===== config.mk =====
export PLATFORM = sky130hd
export DESIGN_NAME = byte_lane
export DESIGN_NICKNAME = d
export VERILOG_FILES = /design/src/hdl/byte_lane.sv
export SDC_FILE = /design/constraint.sdc
export NUM_CORES = 2
export LEC_CHECK = 0
export ABC_AREA = 1
export CAP_MARGIN = 20
export CORE_MARGIN = 10
export CORE_UTILIZATION = 60
export DETAILED_ROUTE_END_ITERATION = 6
export DONT_BUFFER_PORTS = 1
export PLACE_DENSITY_LB_ADDON = 0.12
export SETUP_SLACK_MARGIN = 0.15
export SYNTH_ARGS = -nofsm -noshare
export SYNTH_HDL_FRONTEND = slang
export SYNTH_SLANG_ARGS = --single-unit

===== constraint.sdc =====
create_clock -name clk -period 2.8 [get_ports clk]
set_input_delay 0.14 -clock clk [delete_from_list [all_inputs] [get_ports clk]]
set_output_delay 0.14 -clock clk [all_outputs]
set_load 0.05 [all_outputs]

===== src/hdl/byte_lane.sv =====
`default_nettype none

module byte_lane #(
    parameter int DEPTH_WORDS = 256
) (
    input  wire logic                             clk,
    input  wire logic [$clog2(DEPTH_WORDS)-1:0]   addr,
    input  wire logic                             we,
    input  wire logic [7:0]                       wdata,
    output logic [7:0]                            rdata
);

    logic [7:0] mem [DEPTH_WORDS];

    // Read returns the old contents on a same-cycle write.
    always_ff @(posedge clk) begin
        if (we) begin
            mem[addr] <= wdata;
        end
        rdata <= mem[addr];
    end

endmodule

`default_nettype wire


==> flow_metrics.env <==
export IMPL_avgSynthCellArea_um2=10.6
export IMPL_die_w_um=396
export IMPL_critical_path_slowest_cell="inv_12"
export IMPL_antenna_found_initial=3
export IMPL_ff2ff_path_depth=12
export IMPL_cts_tree="yes"
export IMPL_io_pins=26
export IMPL_stdcell_area_mm2=0.0952
export IMPL_rows=137
export IMPL_setup_violations_final=1032
export IMPL_synth_largest_area_cell="edfxtp_1"
export IMPL_firstDrtPassIters=6
export IMPL_cts_root_buf="clkbuf_16"
export IMPL_total_power_w=0.0632
export IMPL_whs_path_depth=0
export IMPL_crit_arrival_ns=6.20
export IMPL_hp_class="input port to register"
export IMPL_worst_slew_pin_slew_ns=5.56
export IMPL_initial_utilization=0.606
export IMPL_yosysTopAreaCellShare=0.725
export IMPL_crit_chain="inv_12 -> buf_12 -> buf_12 -> nand2_1 -> nand2_1 -> nand2_1 -> nand2_1 -> nand2_1 -> nand2_1 -> o21ai_1 -> nand2_1 -> nor2_1 -> nor2_1 -> nor2_1 -> nand2_1"
export IMPL_drt_first_iter_violations=6306
export IMPL_grt_usage=0.280
export IMPL_seqCellArea_mm2=0.0617
export IMPL_fmax_mhz=183
export IMPL_grt_pass1_vias=55232
export IMPL_slew_headroom=-2.71
export IMPL_critPathMaxFanout=812
export IMPL_wl_per_cell_um=21.8
export IMPL_synthTopCellsByCount="nand2_1, edfxtp_1, nor2_1"
export IMPL_ys_async_sr_fraction=0
export IMPL_routabilityCongestion=0.860
export IMPL_multi_input_area_mm2=0.0212
export IMPL_p_sw_frac=0.213
export IMPL_numCtsBuffers=204
export IMPL_layout_nets=8195
export IMPL_synth_edf_count=2048
export IMPL_cts_sinks=2056
export IMPL_crit_type="input port to register"
export IMPL_crit_top_cell="nand2_1"
export IMPL_cp_required_ns=3.55
export IMPL_intPower_w=0.0497
export IMPL_cp_end_kind="register"
export IMPL_p_per_area_mw_per_mm2=664
export IMPL_htreeDepth=4
export IMPL_synth_area_top_cells="edfxtp_1, nand2_1, nor2_1, nand3_1, buf_2"
export IMPL_num_vias=57023
export IMPL_ant_nets=0
export IMPL_wl_um=222000
export IMPL_finalCritPeriodShare=1.95
export IMPL_dp_hpwl_um=121000
export IMPL_grt_setup_unrepaired="yes"
export IMPL_slowest_delay_ns=1.75
export IMPL_synth_ff_type="edfxtp_1"
export IMPL_cts_hold_buf=11
export IMPL_clk_path_buf_depth=3
export IMPL_finalHoldViolations=2048
export IMPL_die_h_um=396
export IMPL_worst_clock_skew_ns=0.0293
export IMPL_drcViolationCount=0
export IMPL_netlist_area_mm2=0.0849
export IMPL_overflow=0
export IMPL_slew_violations=528
export IMPL_synth_yosys_seq_area_share=0.727
export IMPL_yosysWarnings=0
export IMPL_area_growth_pct=12.1
export IMPL_layout_setup_ws_ns=-2.65
export IMPL_io_buffers=0
export IMPL_path_clk_slew_ns=0.06
export IMPL_holdWs_ns=-0.554
export IMPL_syn_inst=8021
export IMPL_violations="hold timing, slew limit, setup timing"
export IMPL_dpl_instance_area_mm2=0.0887
export IMPL_synth_distinct_cells=18
export IMPL_synth_seq_cells=2056
export IMPL_drive_above_1_share=0.0770
export IMPL_p_switching_w=0.0134
export IMPL_postCtsSetupBuffers=0
export IMPL_leakagePower_nw=38.2
export IMPL_seqPwrFrac=0.539
export IMPL_ir_worst_vdd_mv=0.677
export IMPL_vias_per_cell=5.58
export IMPL_p_clk_frac=0.414
export IMPL_yosysMostFrequentCell="nand2_1"
export IMPL_grt_max_degree=813
export IMPL_status="complete, but fails checks"
export IMPL_drv_cap=0
export IMPL_syn_num_nets=8039
export IMPL_insertion_delay_ns=0.83
export IMPL_grt_pass1_wl_um=335000
export IMPL_p_comb_frac=0.046
export IMPL_core_area_mm2=0.140
export IMPL_cp_start_kind="input port"
export IMPL_fin_crit_ns=5.45
export IMPL_die_area_mm2=0.157
export IMPL_nFillCells=10341
## layer usage
| layer | track usage | up-vias | routed length, um |
|---|---|---|---|
| met5 | 0 | - | 40 |
| met4 | 0.107 | 6 | 8830 |
| met3 | 0.0617 | 470 | 21300 |
| met2 | 0.439 | 2629 | 102000 |
| met1 | 0.385 | 27276 | 90300 |
| li1 | - | 26642 | - |
## power by group through the flow
stage	logic, W	registers, W	clock network, W
2_1_floorplan	0.00193	0.0347	0
3_3_place_gp	0.00272	0.0347	0
3_5_place_dp	0.00275	0.0347	0
4_1_cts	0.00280	0.0341	0.0263
5_1_grt	0.00312	0.0340	0.0276
6_report	0.00292	0.0341	0.0262
## cell type report
| cell class | count | share of cell area |
|---|---|---|
| antenna | 1 | 0.0000263 |
| clock buffer | 268 | 0.0576 |
| clock inverter | 100 | 0.00861 |
| inverter | 35 | 0.00179 |
| multi-input combinational | 5513 | 0.223 |
| sequential | 2056 | 0.648 |
| tap | 1876 | 0.0247 |
| timing repair buffer | 367 | 0.0361 |
## state kept, by name (all words and copies together) (netlist names)
| name | cells |
|---|---|
| rdata | 8 |
| mem | 2048 |
## critical path: cells and delay by family
kind                   cells  cell delay [ns]
AOI/OAI and AO/OA          1             0.13
and+or+nand+nor           11             1.55
buffers and inverters      3             2.29
## repair_timing
action | in CTS | in global routing
gates resized for setup | 0 | 2
setup endpoints to repair | 0 | 1
endpoints found under the hold margin | 2747 | 2048
## path summary, 6_finish.rpt
kind              startpoint     endpoint  slack [ns]
setup / recovery     addr[0]     rdata[7]       -2.65
hold / removal      wdata[5]  mem[123][5]       -0.55
setup reg to reg  mem[53][0]     rdata[0]        0.29
hold reg to reg   mem[95][3]     rdata[3]        0.99
## metrics by stage
step | util | worst slack (ns) | setup TNS (ns) | instances
after global placement | 0.634 | -0.262 | -0.473 | 9836
after CTS | 0.679 | 0.263 | 0 | 10215
after floorplan | - | 0.820 | 0 | 8021
after global routing | 0.679 | 0.0324 | 0 | 10215
after detailed placement | 0.634 | -0.208 | -0.413 | 9836
final | 0.679 | -2.65 | -1320.33 | 10216
## logic make-up after synthesis
group / share of synthesized area
AO/OA/AOI/OAI: 0.0113
AND/OR/NAND/NOR: 0.238
flip-flops: 0.727
buffers and inverters: 0.0236
## cells in the final DEF (no fill, tap or decap), drive strengths merged
cell         netlist  final
buf              247    356
dlygate4sd3        0     11
edfxtp          2048   2048
clkinvlp           0      2
o21ai            160    160
dfxtp              8      8
clkinv             0     81
nor2             362    362
inv               35     39
nand2           4771   4771
bufinv             0     13
nand3            188    188
clkbuf           170    268
diode              0      1
a21oi             32     32
Note: power is estimated with default switching activity, not from simulation.
