==> config.mk <==
export PLATFORM = sky130hd
export DESIGN_NAME = mem_if
export DESIGN_NICKNAME = d
export VERILOG_FILES = /design/src/hdl/mem_pkg.sv /design/src/hdl/mem_if.sv
export SDC_FILE = /design/constraint.sdc
export NUM_CORES = 1
export LEC_CHECK = 0
export BUFFER_PORTS_ARGS = -buffer_cell sky130_fd_sc_hd__buf_4
export CAP_MARGIN = 20
export CORE_ASPECT_RATIO = 1.5
export CORE_MARGIN = 2
export CORE_UTILIZATION = 28
export DETAILED_ROUTE_END_ITERATION = 10
export GPL_TIMING_DRIVEN = 0
export SYNTH_ARGS = -nofsm -noshare
export SYNTH_HDL_FRONTEND = slang
export SYNTH_SLANG_ARGS = --single-unit
==> constraint.sdc <==
create_clock -name clk -period 3.4 [get_ports clk]
set_clock_uncertainty 0.1 [all_clocks]
set_input_delay 0.51 -clock clk [delete_from_list [all_inputs] [get_ports clk]]
set_output_delay 0.51 -clock clk [all_outputs]
set_load 0.05 [all_outputs]
==> src/hdl/mem_pkg.sv <==
`default_nettype none

package mem_pkg;

    // Word geometry. The split rules assume four byte lanes.
    localparam int DATA_W = 32;
    localparam int LANES = 4;
    localparam int ADDR_W = 16;

    typedef enum logic [1:0] {
        ACC_8  = 2'b00,
        ACC_16 = 2'b01,
        ACC_32 = 2'b10
    } acc_width_e;

    // Write data sits in the low bytes of wdata.
    typedef struct packed {
        logic [ADDR_W-1:0] addr;
        logic              we;
        acc_width_e        width;
        logic [DATA_W-1:0] wdata;
    } mem_req_t;

    // Access sequencer states.
    typedef enum logic [2:0] {
        IDLE    = 3'd0,
        HI_ADDR = 3'd1,
        HI_DATA = 3'd2,
        LO_ADDR = 3'd3,
        LO_DATA = 3'd4,
        DONE    = 3'd5
    } seq_state_e;

endpackage

`default_nettype wire

==> src/hdl/mem_if.sv <==
`default_nettype none

module mem_if #(
    parameter int DEPTH_WORDS = 256
) (
    input  wire logic                          clk,
    input  wire logic                          rst,
    input  wire logic                          sel_valid,
    input  wire mem_pkg::mem_req_t             sel_req,
    output logic                               seq_ready,
    output logic [mem_pkg::DATA_W-1:0]         seq_rdata,
    output logic [$clog2(DEPTH_WORDS)-1:0]     lane_addr,
    output logic [mem_pkg::LANES-1:0]          lane_we,
    output logic [mem_pkg::DATA_W-1:0]         lane_wdata,
    input  wire logic [mem_pkg::DATA_W-1:0]    lane_rdata
);

    localparam int AW = $clog2(DEPTH_WORDS);
    localparam int OFF_W = $clog2(mem_pkg::LANES);
    localparam int WORD_W = mem_pkg::ADDR_W - OFF_W;

    mem_pkg::seq_state_e state;

    logic [OFF_W-1:0]            req_off;
    logic [WORD_W-1:0]           req_word;
    logic [OFF_W-1:0]            off_lo;
    logic [OFF_W-1:0]            off_hi;
    logic [AW-1:0]               word_lo;
    logic [AW-1:0]               word_hi;
    logic                        single_pass;
    logic [mem_pkg::LANES-1:0]   be;
    logic [mem_pkg::DATA_W-1:0]  width_mask;
    logic [mem_pkg::DATA_W-1:0]  hi_data;
    logic [mem_pkg::DATA_W-1:0]  rdata_q;

    assign req_off = sel_req.addr[OFF_W-1:0];
    assign req_word = sel_req.addr[mem_pkg::ADDR_W-1:OFF_W];

    // Word addresses wrap at the memory depth.
    assign word_lo = AW'(req_word % DEPTH_WORDS);
    assign word_hi = (word_lo == AW'(DEPTH_WORDS - 1)) ? '0 : word_lo + 1'b1;

    // Upper pass shifts by the complement of the offset.
    assign off_hi = ~off_lo + 1'b1;

    always_comb begin
        case (sel_req.width)
            mem_pkg::ACC_8:  be = 4'b0001;
            mem_pkg::ACC_16: be = 4'b0011;
            default:         be = 4'b1111;
        endcase
    end

    always_comb begin
        for (int k = 0; k < mem_pkg::LANES; k++) begin
            width_mask[8*k +: 8] = {8{be[k]}};
        end
    end

    // One pass when every byte falls inside the addressed word.
    always_comb begin
        case (sel_req.width)
            mem_pkg::ACC_8:  single_pass = 1'b1;
            mem_pkg::ACC_16: single_pass = (req_off != 2'd3);
            default:         single_pass = (req_off == '0);
        endcase
    end

    // Lane address, write data and enables for the current pass.
    always_comb begin
        lane_addr = word_lo;
        lane_we = '0;
        lane_wdata = sel_req.wdata << {off_lo, 3'b000};
        case (state)
            mem_pkg::HI_ADDR: begin
                lane_addr = word_hi;
                lane_wdata = sel_req.wdata >> {off_hi, 3'b000};
                if (sel_req.we) begin
                    lane_we = be >> off_hi;
                end
            end
            mem_pkg::HI_DATA: begin
                lane_addr = word_hi;
                lane_wdata = sel_req.wdata >> {off_hi, 3'b000};
            end
            mem_pkg::LO_ADDR: begin
                if (sel_req.we) begin
                    lane_we = be << off_lo;
                end
            end
            default: begin
            end
        endcase
    end

    always_ff @(posedge clk) begin
        if (rst) begin
            state <= mem_pkg::IDLE;
            off_lo <= '0;
        end else begin
            case (state)
                mem_pkg::IDLE: begin
                    if (sel_valid) begin
                        off_lo <= req_off;
                        state <= single_pass ? mem_pkg::LO_ADDR : mem_pkg::HI_ADDR;
                    end
                end
                mem_pkg::HI_ADDR: state <= mem_pkg::HI_DATA;
                mem_pkg::HI_DATA: state <= mem_pkg::LO_ADDR;
                mem_pkg::LO_ADDR: state <= mem_pkg::LO_DATA;
                mem_pkg::LO_DATA: state <= mem_pkg::DONE;
                mem_pkg::DONE: begin
                    if (!sel_valid) begin
                        state <= mem_pkg::IDLE;
                    end
                end
                default: state <= mem_pkg::IDLE;
            endcase
        end
    end

    // Read merge. Upper bytes land above the lower ones, then mask to width.
    always_ff @(posedge clk) begin
        case (state)
            mem_pkg::IDLE: hi_data <= '0;
            mem_pkg::HI_DATA: hi_data <= lane_rdata << {off_hi, 3'b000};
            mem_pkg::LO_DATA: begin
                rdata_q <= (hi_data | (lane_rdata >> {off_lo, 3'b000})) & width_mask;
            end
            default: begin
            end
        endcase
    end

    assign seq_ready = (state == mem_pkg::DONE) && sel_valid;
    assign seq_rdata = rdata_q;

endmodule

`default_nettype wire

==> flow_summary.ini, run 1 <==
[status]
outcome = finished, final reports clean

[drt]
firstDrtPassIters = 5
num_vias = 5086
drc_errors = 0
vias_per_cell = 5.30
wl_per_cell_um = 20.9
drt_iter0_markers = 321
route.antenna.remaining_nets = 0
finalWirelength_mm = 20.1

[floorplan]
rows = 61
io_pins = 163
dieHeight_um = 172
die_area_um2 = 19800
die_x_um = 116
initial_core_util_pct = 28.4
core_um2 = 18500

[setup_path]
worst-path-max-fanout = 10
worstPathRequired_ns = 2.79
worstPathCellList = buf_6 > buf_8 > inv_1 > buf_6 > ha_1 > buf_2 > buf_6 > buf_2 > nor4_1 > o21bai_1 > buf_4
end_kind = primary output
crit_type = register to primary output
cpPeakStageDelay_ns = 0.33
cp.arrival_ns = 2.65
critical-path-slowest-cell = dfxtp_2
reg2regPathDepth = 10
critPathTopFamily = buffers and inverters
crit_buf_inv = 8
crit_path_start_kind = register
path_depth = 11
crit_top_cell = buf_6

[synth]
yosysWarningCount = 0
synth_xor_area_share_pct = 0.812
ys_types = 56
async_flop_share_pct = 0
synth_compound_area_share_pct = 22.5
synth_mux_area_share_pct = 17.7
synthSimpleGateAreaFrac_pct = 14.8
synth_fa_ha_area_share_pct = 0.478
ys_seq_elements = 69
synthCells = 534
ys.flop_type = edfxtp_1
synth_area_um2 = 5240
synth-edff-count = 64
syn_avg_cell_area_um2 = 9.81
ys_seq_area_share_pct = 38.6
syn_nets = 622
synth_top_family_by_area = compound AO/OA/AOI/OAI gates

[sta]
rsz0062_at_grt = no
tightest_slew_ns = 0.891
finalHoldViolCount = 0
fin_crit_sh_pct = 95.9
slew_violations = 0
max_freq_mhz = 307
period_needed_ns = 3.26
finalSetupViolCount = 0
max_slew_margin_pct = 40.4

[cells_and_area]
seq_area_um2 = 2020
area_growth_pct = 38.8
multiInputGateArea_um2 = 3070
final_layout_size_suffix_gt1_share_pct = 37.0
final_area_um2 = 7270
nets = 791
n_antenna_cell = 0
fillerInstances = 1944
fin_util_pct = 39.4

[flow_run]
cap_violations = 0

[global_routing]
grt_overflow = 0
grt_usage_pct = 20.2
grt_start_max_net_pins = 34
antenna_found_initial = 0
grt_pass1_vias = 5208
grt_pass1_wl_mm = 29.8

[placement]
placed_area_um2 = 6850
dpl.hpwl_mm = 14.5
io_buffers = 155
gp_congestion = 0.835

[clock_tree]
root_buffer = clkbuf_16
htree_num_levels = 3
clockBufferDepth = 2
cts_sinks = 69
clk_latency_ns = 0.34
clk_transition_reported_paths_ns = 0.06
cts_buffers = 9
cts_tree = yes

[power_and_ir_drop]
p_seq_share_pct = 27.0
p_leak_nw = 2.90
p_int_w = 0.00238
combPwrFrac_pct = 48.4
p_sw_share_pct = 41.4
clkPwrFrac_pct = 24.6
power_density_nw_per_um2 = 558
p_switching_w = 0.00168
worst_ir_drop_vdd_mv = 0.332

[hold_path]
hold_depth = 2
min_path_type = primary input to register
per-stage QoR:
| step | hold slack (ns) | instances | setup slack, ns | TNS, ns | total power (W) |
|---|---|---|---|---|---|
| final | 0.269 | 960 | 0.139 | 0 | 0.00406 |
| after global routing | 0.263 | 960 | 0.0160 | 0 | 0.00422 |
| after CTS | 0.260 | 959 | 0.0182 | 0 | 0.00405 |
| after detailed placement | 0.385 | 943 | -0.476 | -7.73 | 0.00303 |
| after global placement | 0.384 | 941 | -0.934 | -19.80 | 0.00301 |
| after floorplan | 0.374 | 534 | 0.00181 | 0 | 0.00240 |
final cells by class:
| cell class | instances | share of cell area (%) |
|---|---|---|
| repair buffers | 159 | 16.9 |
| plain buffers | 51 | 4.04 |
| multi-input cells | 406 | 42.2 |
| flip-flops and latches | 69 | 27.8 |
| clock inverters | 4 | 0.998 |
| well taps | 252 | 4.34 |
| inverters | 7 | 0.396 |
| clock buffers | 12 | 3.25 |
synthesized netlist by cell type, types with 2 or more instances:
cell type  count  area (µm²)
nor4_1         9        56.3
edfxtp_1      64        1920
nor2b_1       31         194
a21o_1        10        75.1
xor2_1         3        26.3
nand2_1       32         120
dfxtp_1        5         100
a211oi_1      43         323
a22oi_1        8        60.1
a21oi_1       29         145
o211ai_1       3        22.5
inv_1          6        22.5
buf_1          6        22.5
a311oi_1       6        52.6
o21bai_1       8        60.1
mux2i_1       60         601
o21ai_0       11        55.1
nand3_1        3        15.0
nand3b_1       2        15.0
o22ai_1        6        37.5
a221oi_1       3        26.3
clkbuf_1      13        48.8
a21boi_0       6        45.0
a2bb2oi_1     15         131
nor2_1        34         128
o21a_1        12        90.1
nor3b_1        2        15.0
and2_1        17         106
or3_1          2        12.5
buf_2         31         155
or4_1          2        15.0
ha_1           2        25.0
mux2_2        27         304
sequential cells by signal, summed over array words and instances, names as in the netlist:
| register | cells |
|---|---|
| off_lo | 2 |
| state | 3 |
| seq_rdata | 32 |
| hi_data | 32 |
path summary, 6_finish.rpt:
kind	startpoint	end	slack [ns]
worst max-delay path	off_lo[0]	lane_wdata[18]	0.14
worst min-delay path	rst	state[2]	0.27
worst min register to register	hi_data[4]	seq_rdata[4]	0.40
worst max register to register	off_lo[0]	hi_data[1]	0.83
what timing repair did:
item,in CTS,in global routing
buffers inserted,1,1
endpoints found under the setup margin,36,29
gates resized for setup,20,7
hold buffers,0,0
cloned,0,0
pin swaps,1,1
worst reg2reg max path, delay by kind of cell, from the launching register on:
kind,cells,cell delay (ns)
buf+inv,6,0.84
simple gates,3,0.91
fa+ha+maj,1,0.25
flops,1,0.33
layer usage:
layer | up-vias | part of all wire [%] | global-route usage [%] | wire length [µm]
met1 | 2389 | 39 | 24.2 | 7920
met4 | 0 | 3.3 | 8.70 | 667
met2 | 275 | 50 | 35.1 | 10100
li1 | 2376 | - | - | -
met5 | - | 0 | 0 | 0
met3 | 46 | 6.9 | 3.56 | 1380
power groups by stage:
stage | Combinational [W] | Sequential [W] | Clock (W)
final | 0.00196 | 0.00110 | 0.000998
after detailed placement | 0.00191 | 0.00111 | 0
after floorplan | 0.00125 | 0.00115 | 0
after CTS | 0.00194 | 0.00110 | 0.00101
after global placement | 0.00189 | 0.00112 | 0
after global routing | 0.00207 | 0.00111 | 0.00105
placed cells by master, fill, tap and decap left out, drive strengths merged, types with 2 or more instances in the layout:
master	count
inv	7
a221oi	3
nor2	36
a21boi	6
a311oi	6
buf	198
a2bb2oi	15
o22ai	6
nor2b	31
a21oi	29
nand3b	2
or3	2
edfxtp	64
nand2	32
bufinv	2
nor3b	2
a22oi	8
o21a	12
clkbuf	24
o21ai	12
o211ai	3
xor2	3
or4	2
a211oi	43
mux2	27
dfxtp	5
a21o	10
ha	2
and2	17
o21bai	8
nand3	3
nor4b	2
nor4	10
mux2i	60
cell families (layout without fill, tap and decap cells):
logic type / Yosys count / in the layout
AND/OR/NAND/NOR: 145 / 145
flip-flops: 69 / 69
buffers and inverters: 59 / 233
XOR/XNOR: 4 / 4
adder cells (fa/ha/maj): 2 / 2
AO/OA/AOI/OAI: 167 / 167
multiplexers: 88 / 88
No activity file was read; power rests on OpenSTA's default activity.
==> run 2, diff against run 1 <==
--- a/config.mk
+++ b/config.mk
@@ -12,6 +12,8 @@
 export CORE_UTILIZATION = 28
 export DETAILED_ROUTE_END_ITERATION = 10
 export GPL_TIMING_DRIVEN = 0
+export PLACE_DENSITY = 0.55
+export SETUP_SLACK_MARGIN = 0.3
 export SYNTH_ARGS = -nofsm -noshare
 export SYNTH_HDL_FRONTEND = slang
 export SYNTH_SLANG_ARGS = --single-unit
==> constraint.sdc (replaced) <==
create_clock -name clk -period 3.4 [get_ports clk]
set_clock_uncertainty 0.1 [all_clocks]
set_input_delay 0 -clock clk [delete_from_list [all_inputs] [get_ports clk]]
set_output_delay 0 -clock clk [all_outputs]
set_load 0.05 [all_outputs]
==> run 2 against run 1 <==
  * Critical endpoint is now lane_wdata[16]
  * Sequential power is essentially flat
  * Critical path type unchanged
  * Sequential share of layout area shrank 0.96 points
  * Combinational power is essentially flat
  * Die area is the same
  * Setup slack gained 0.20 ns
  * Global-route usage grew 0.91 points
  * Via count grew 4.7%
  * Largest power group unchanged
==> flow_summary.ini, run 2 (synthesis gave the netlist of run 1 again) <==
[status]
outcome = finished, final reports clean

[drt]
wl_per_cell_um = 21.3
drt_iter0_markers = 347
firstDrtPassIters = 5
vias_per_cell = 5.39
route.antenna.remaining_nets = 0
finalWirelength_mm = 21.0
drc_errors = 0
num_vias = 5323

[sta]
fin_crit_sh_pct = 90.0
period_needed_ns = 3.06
max_slew_margin_pct = 43.8
rsz0062_at_grt = no
tightest_slew_ns = 0.843
max_freq_mhz = 327
finalSetupViolCount = 0
finalSetupTns_ns = 0
slew_violations = 0
finalHoldViolCount = 0

[setup_path]
worstPathRequired_ns = 3.30
worst-path-max-fanout = 10
crit_type = register to primary output
r2r-end = hi_data[20]
r2r_slack_ns = 0.67
cp.arrival_ns = 2.96
crit_path_start_kind = register
reg2regPathDepth = 10
end_kind = primary output
rr_startpoint = off_lo[0]

[placement]
gp_congestion = 0.938
placed_area_um2 = 6850
io_buffers = 155
dpl.cell_count = 943
dpl.hpwl_mm = 15.7

[clock_tree]
clk_latency_ns = 0.34
clk_transition_reported_paths_ns = 0.06
htree_num_levels = 3
cts_sinks = 69
cts_buffers = 9
root_buffer = clkbuf_16
cts_tree = yes
clockBufferDepth = 2
post_cts_buffers = 0

[hold_path]
hold_depth = 4
min_path_type = primary input to register
min_to = seq_rdata[3]
hp-start = lane_rdata[19]

[floorplan]
initial_core_util_pct = 28.4
die_x_um = 116
core_um2 = 18500
die_area_um2 = 19800
dieHeight_um = 172
io_pins = 163
rows = 61

[cells_and_area]
area_growth_pct = 43.7
fillerInstances = 1875
fin_util_pct = 40.7
mostFrequentLayoutCells = buf_4, edfxtp_1, mux2i_1, a211oi_1, nor2_1
n_antenna_cell = 0
final_common_cell = buf_4
final_layout_size_suffix_gt1_share_pct = 35.6
stdcell_count = 988
final_area_um2 = 7530
nets = 819

[power_and_ir_drop]
p_leak_nw = 3.01
power_density_nw_per_um2 = 543
worst_ir_drop_vdd_mv = 0.329

[global_routing]
grt_pass1_wl_mm = 31.4
grt_overflow = 0
grt_usage_pct = 21.1
antenna_found_initial = 0
grt_start_max_net_pins = 29
grt_pass1_vias = 5469

[flow_run]
cap_violations = 0
run 2: final cells by class:
class                      count  area [µm²]  share of cell area, %
timing repair buffer         186        1510                   20.0
multi-input combinational    406        3060                   40.7
tap                          252         315                   4.19
clock buffer                   9         225                   2.99
inverter                       7        28.8                  0.382
buffer                        52         278                   3.69
clock inverter                 7        90.1                   1.20
sequential                    69        2020                   26.9
run 2: per-stage QoR:
| stage | power (W) | setup slack [ns] | hold WS [ns] |
|---|---|---|---|
| after global placement | 0.00302 | -1.02 | 0.115 |
| after CTS | 0.00408 | 0.336 | 0.00421 |
| after floorplan | 0.00239 | 0.304 | -0.0309 |
| after global routing | 0.00424 | 0.297 | 0.0409 |
| final | 0.00408 | 0.340 | 0.0187 |
| after detailed placement | 0.00304 | 0.0115 | 0.109 |
run 2: per-layer routing:
metal	up-vias	global-route usage [%]	part of all wire [%]
met5	-	0	0
met4	0	8.64	3.0
met3	45	3.14	6.6
met2	272	38.5	52
met1	2574	24.3	38
li1	2432	-	-
run 2: worst max-delay path: stages, from the launching register on:
cell and delay [ns]:
dfxtp_1 0.33, buf_4 0.17, buf_6 0.17, inv_1 0.09, buf_4 0.19, ha_1 0.27
buf_2 0.17, buf_4 0.21, buf_2 0.25, nor4_1 0.34, o21bai_1 0.19, buf_4 0.23
run 2: timing repair:
action / CTS / global route
cloned: 0 / 0
hold endpoints to repair: 44 / 0
hold buffers: 29 / 0
pin swaps: 0 / 1
endpoints found under the setup margin: 47 / 25
gates resized for setup: 14 / 11
run 2: worst max-delay path by stage:
stage               depth (start not counted)        endpoint  slack [ns]  startpoint
global placement                            5     hi_data[29]       -1.02    state[2]
CTS                                        11  lane_wdata[13]        0.34   off_lo[1]
floorplan                                  10  lane_wdata[13]        0.30   off_lo[1]
finish                                     11  lane_wdata[16]        0.34   off_lo[0]
global route                               11  lane_wdata[16]        0.30   off_lo[0]
detailed placement                         11  lane_wdata[13]        0.01   off_lo[1]
run 2: power breakdown:
part           leakage, nW  switching [W]  internal (W)
sequential           0.686      0.0000307       0.00107
clock                0.153       0.000358      0.000637
combinational         2.17        0.00131      0.000679
total                 3.01        0.00170       0.00239
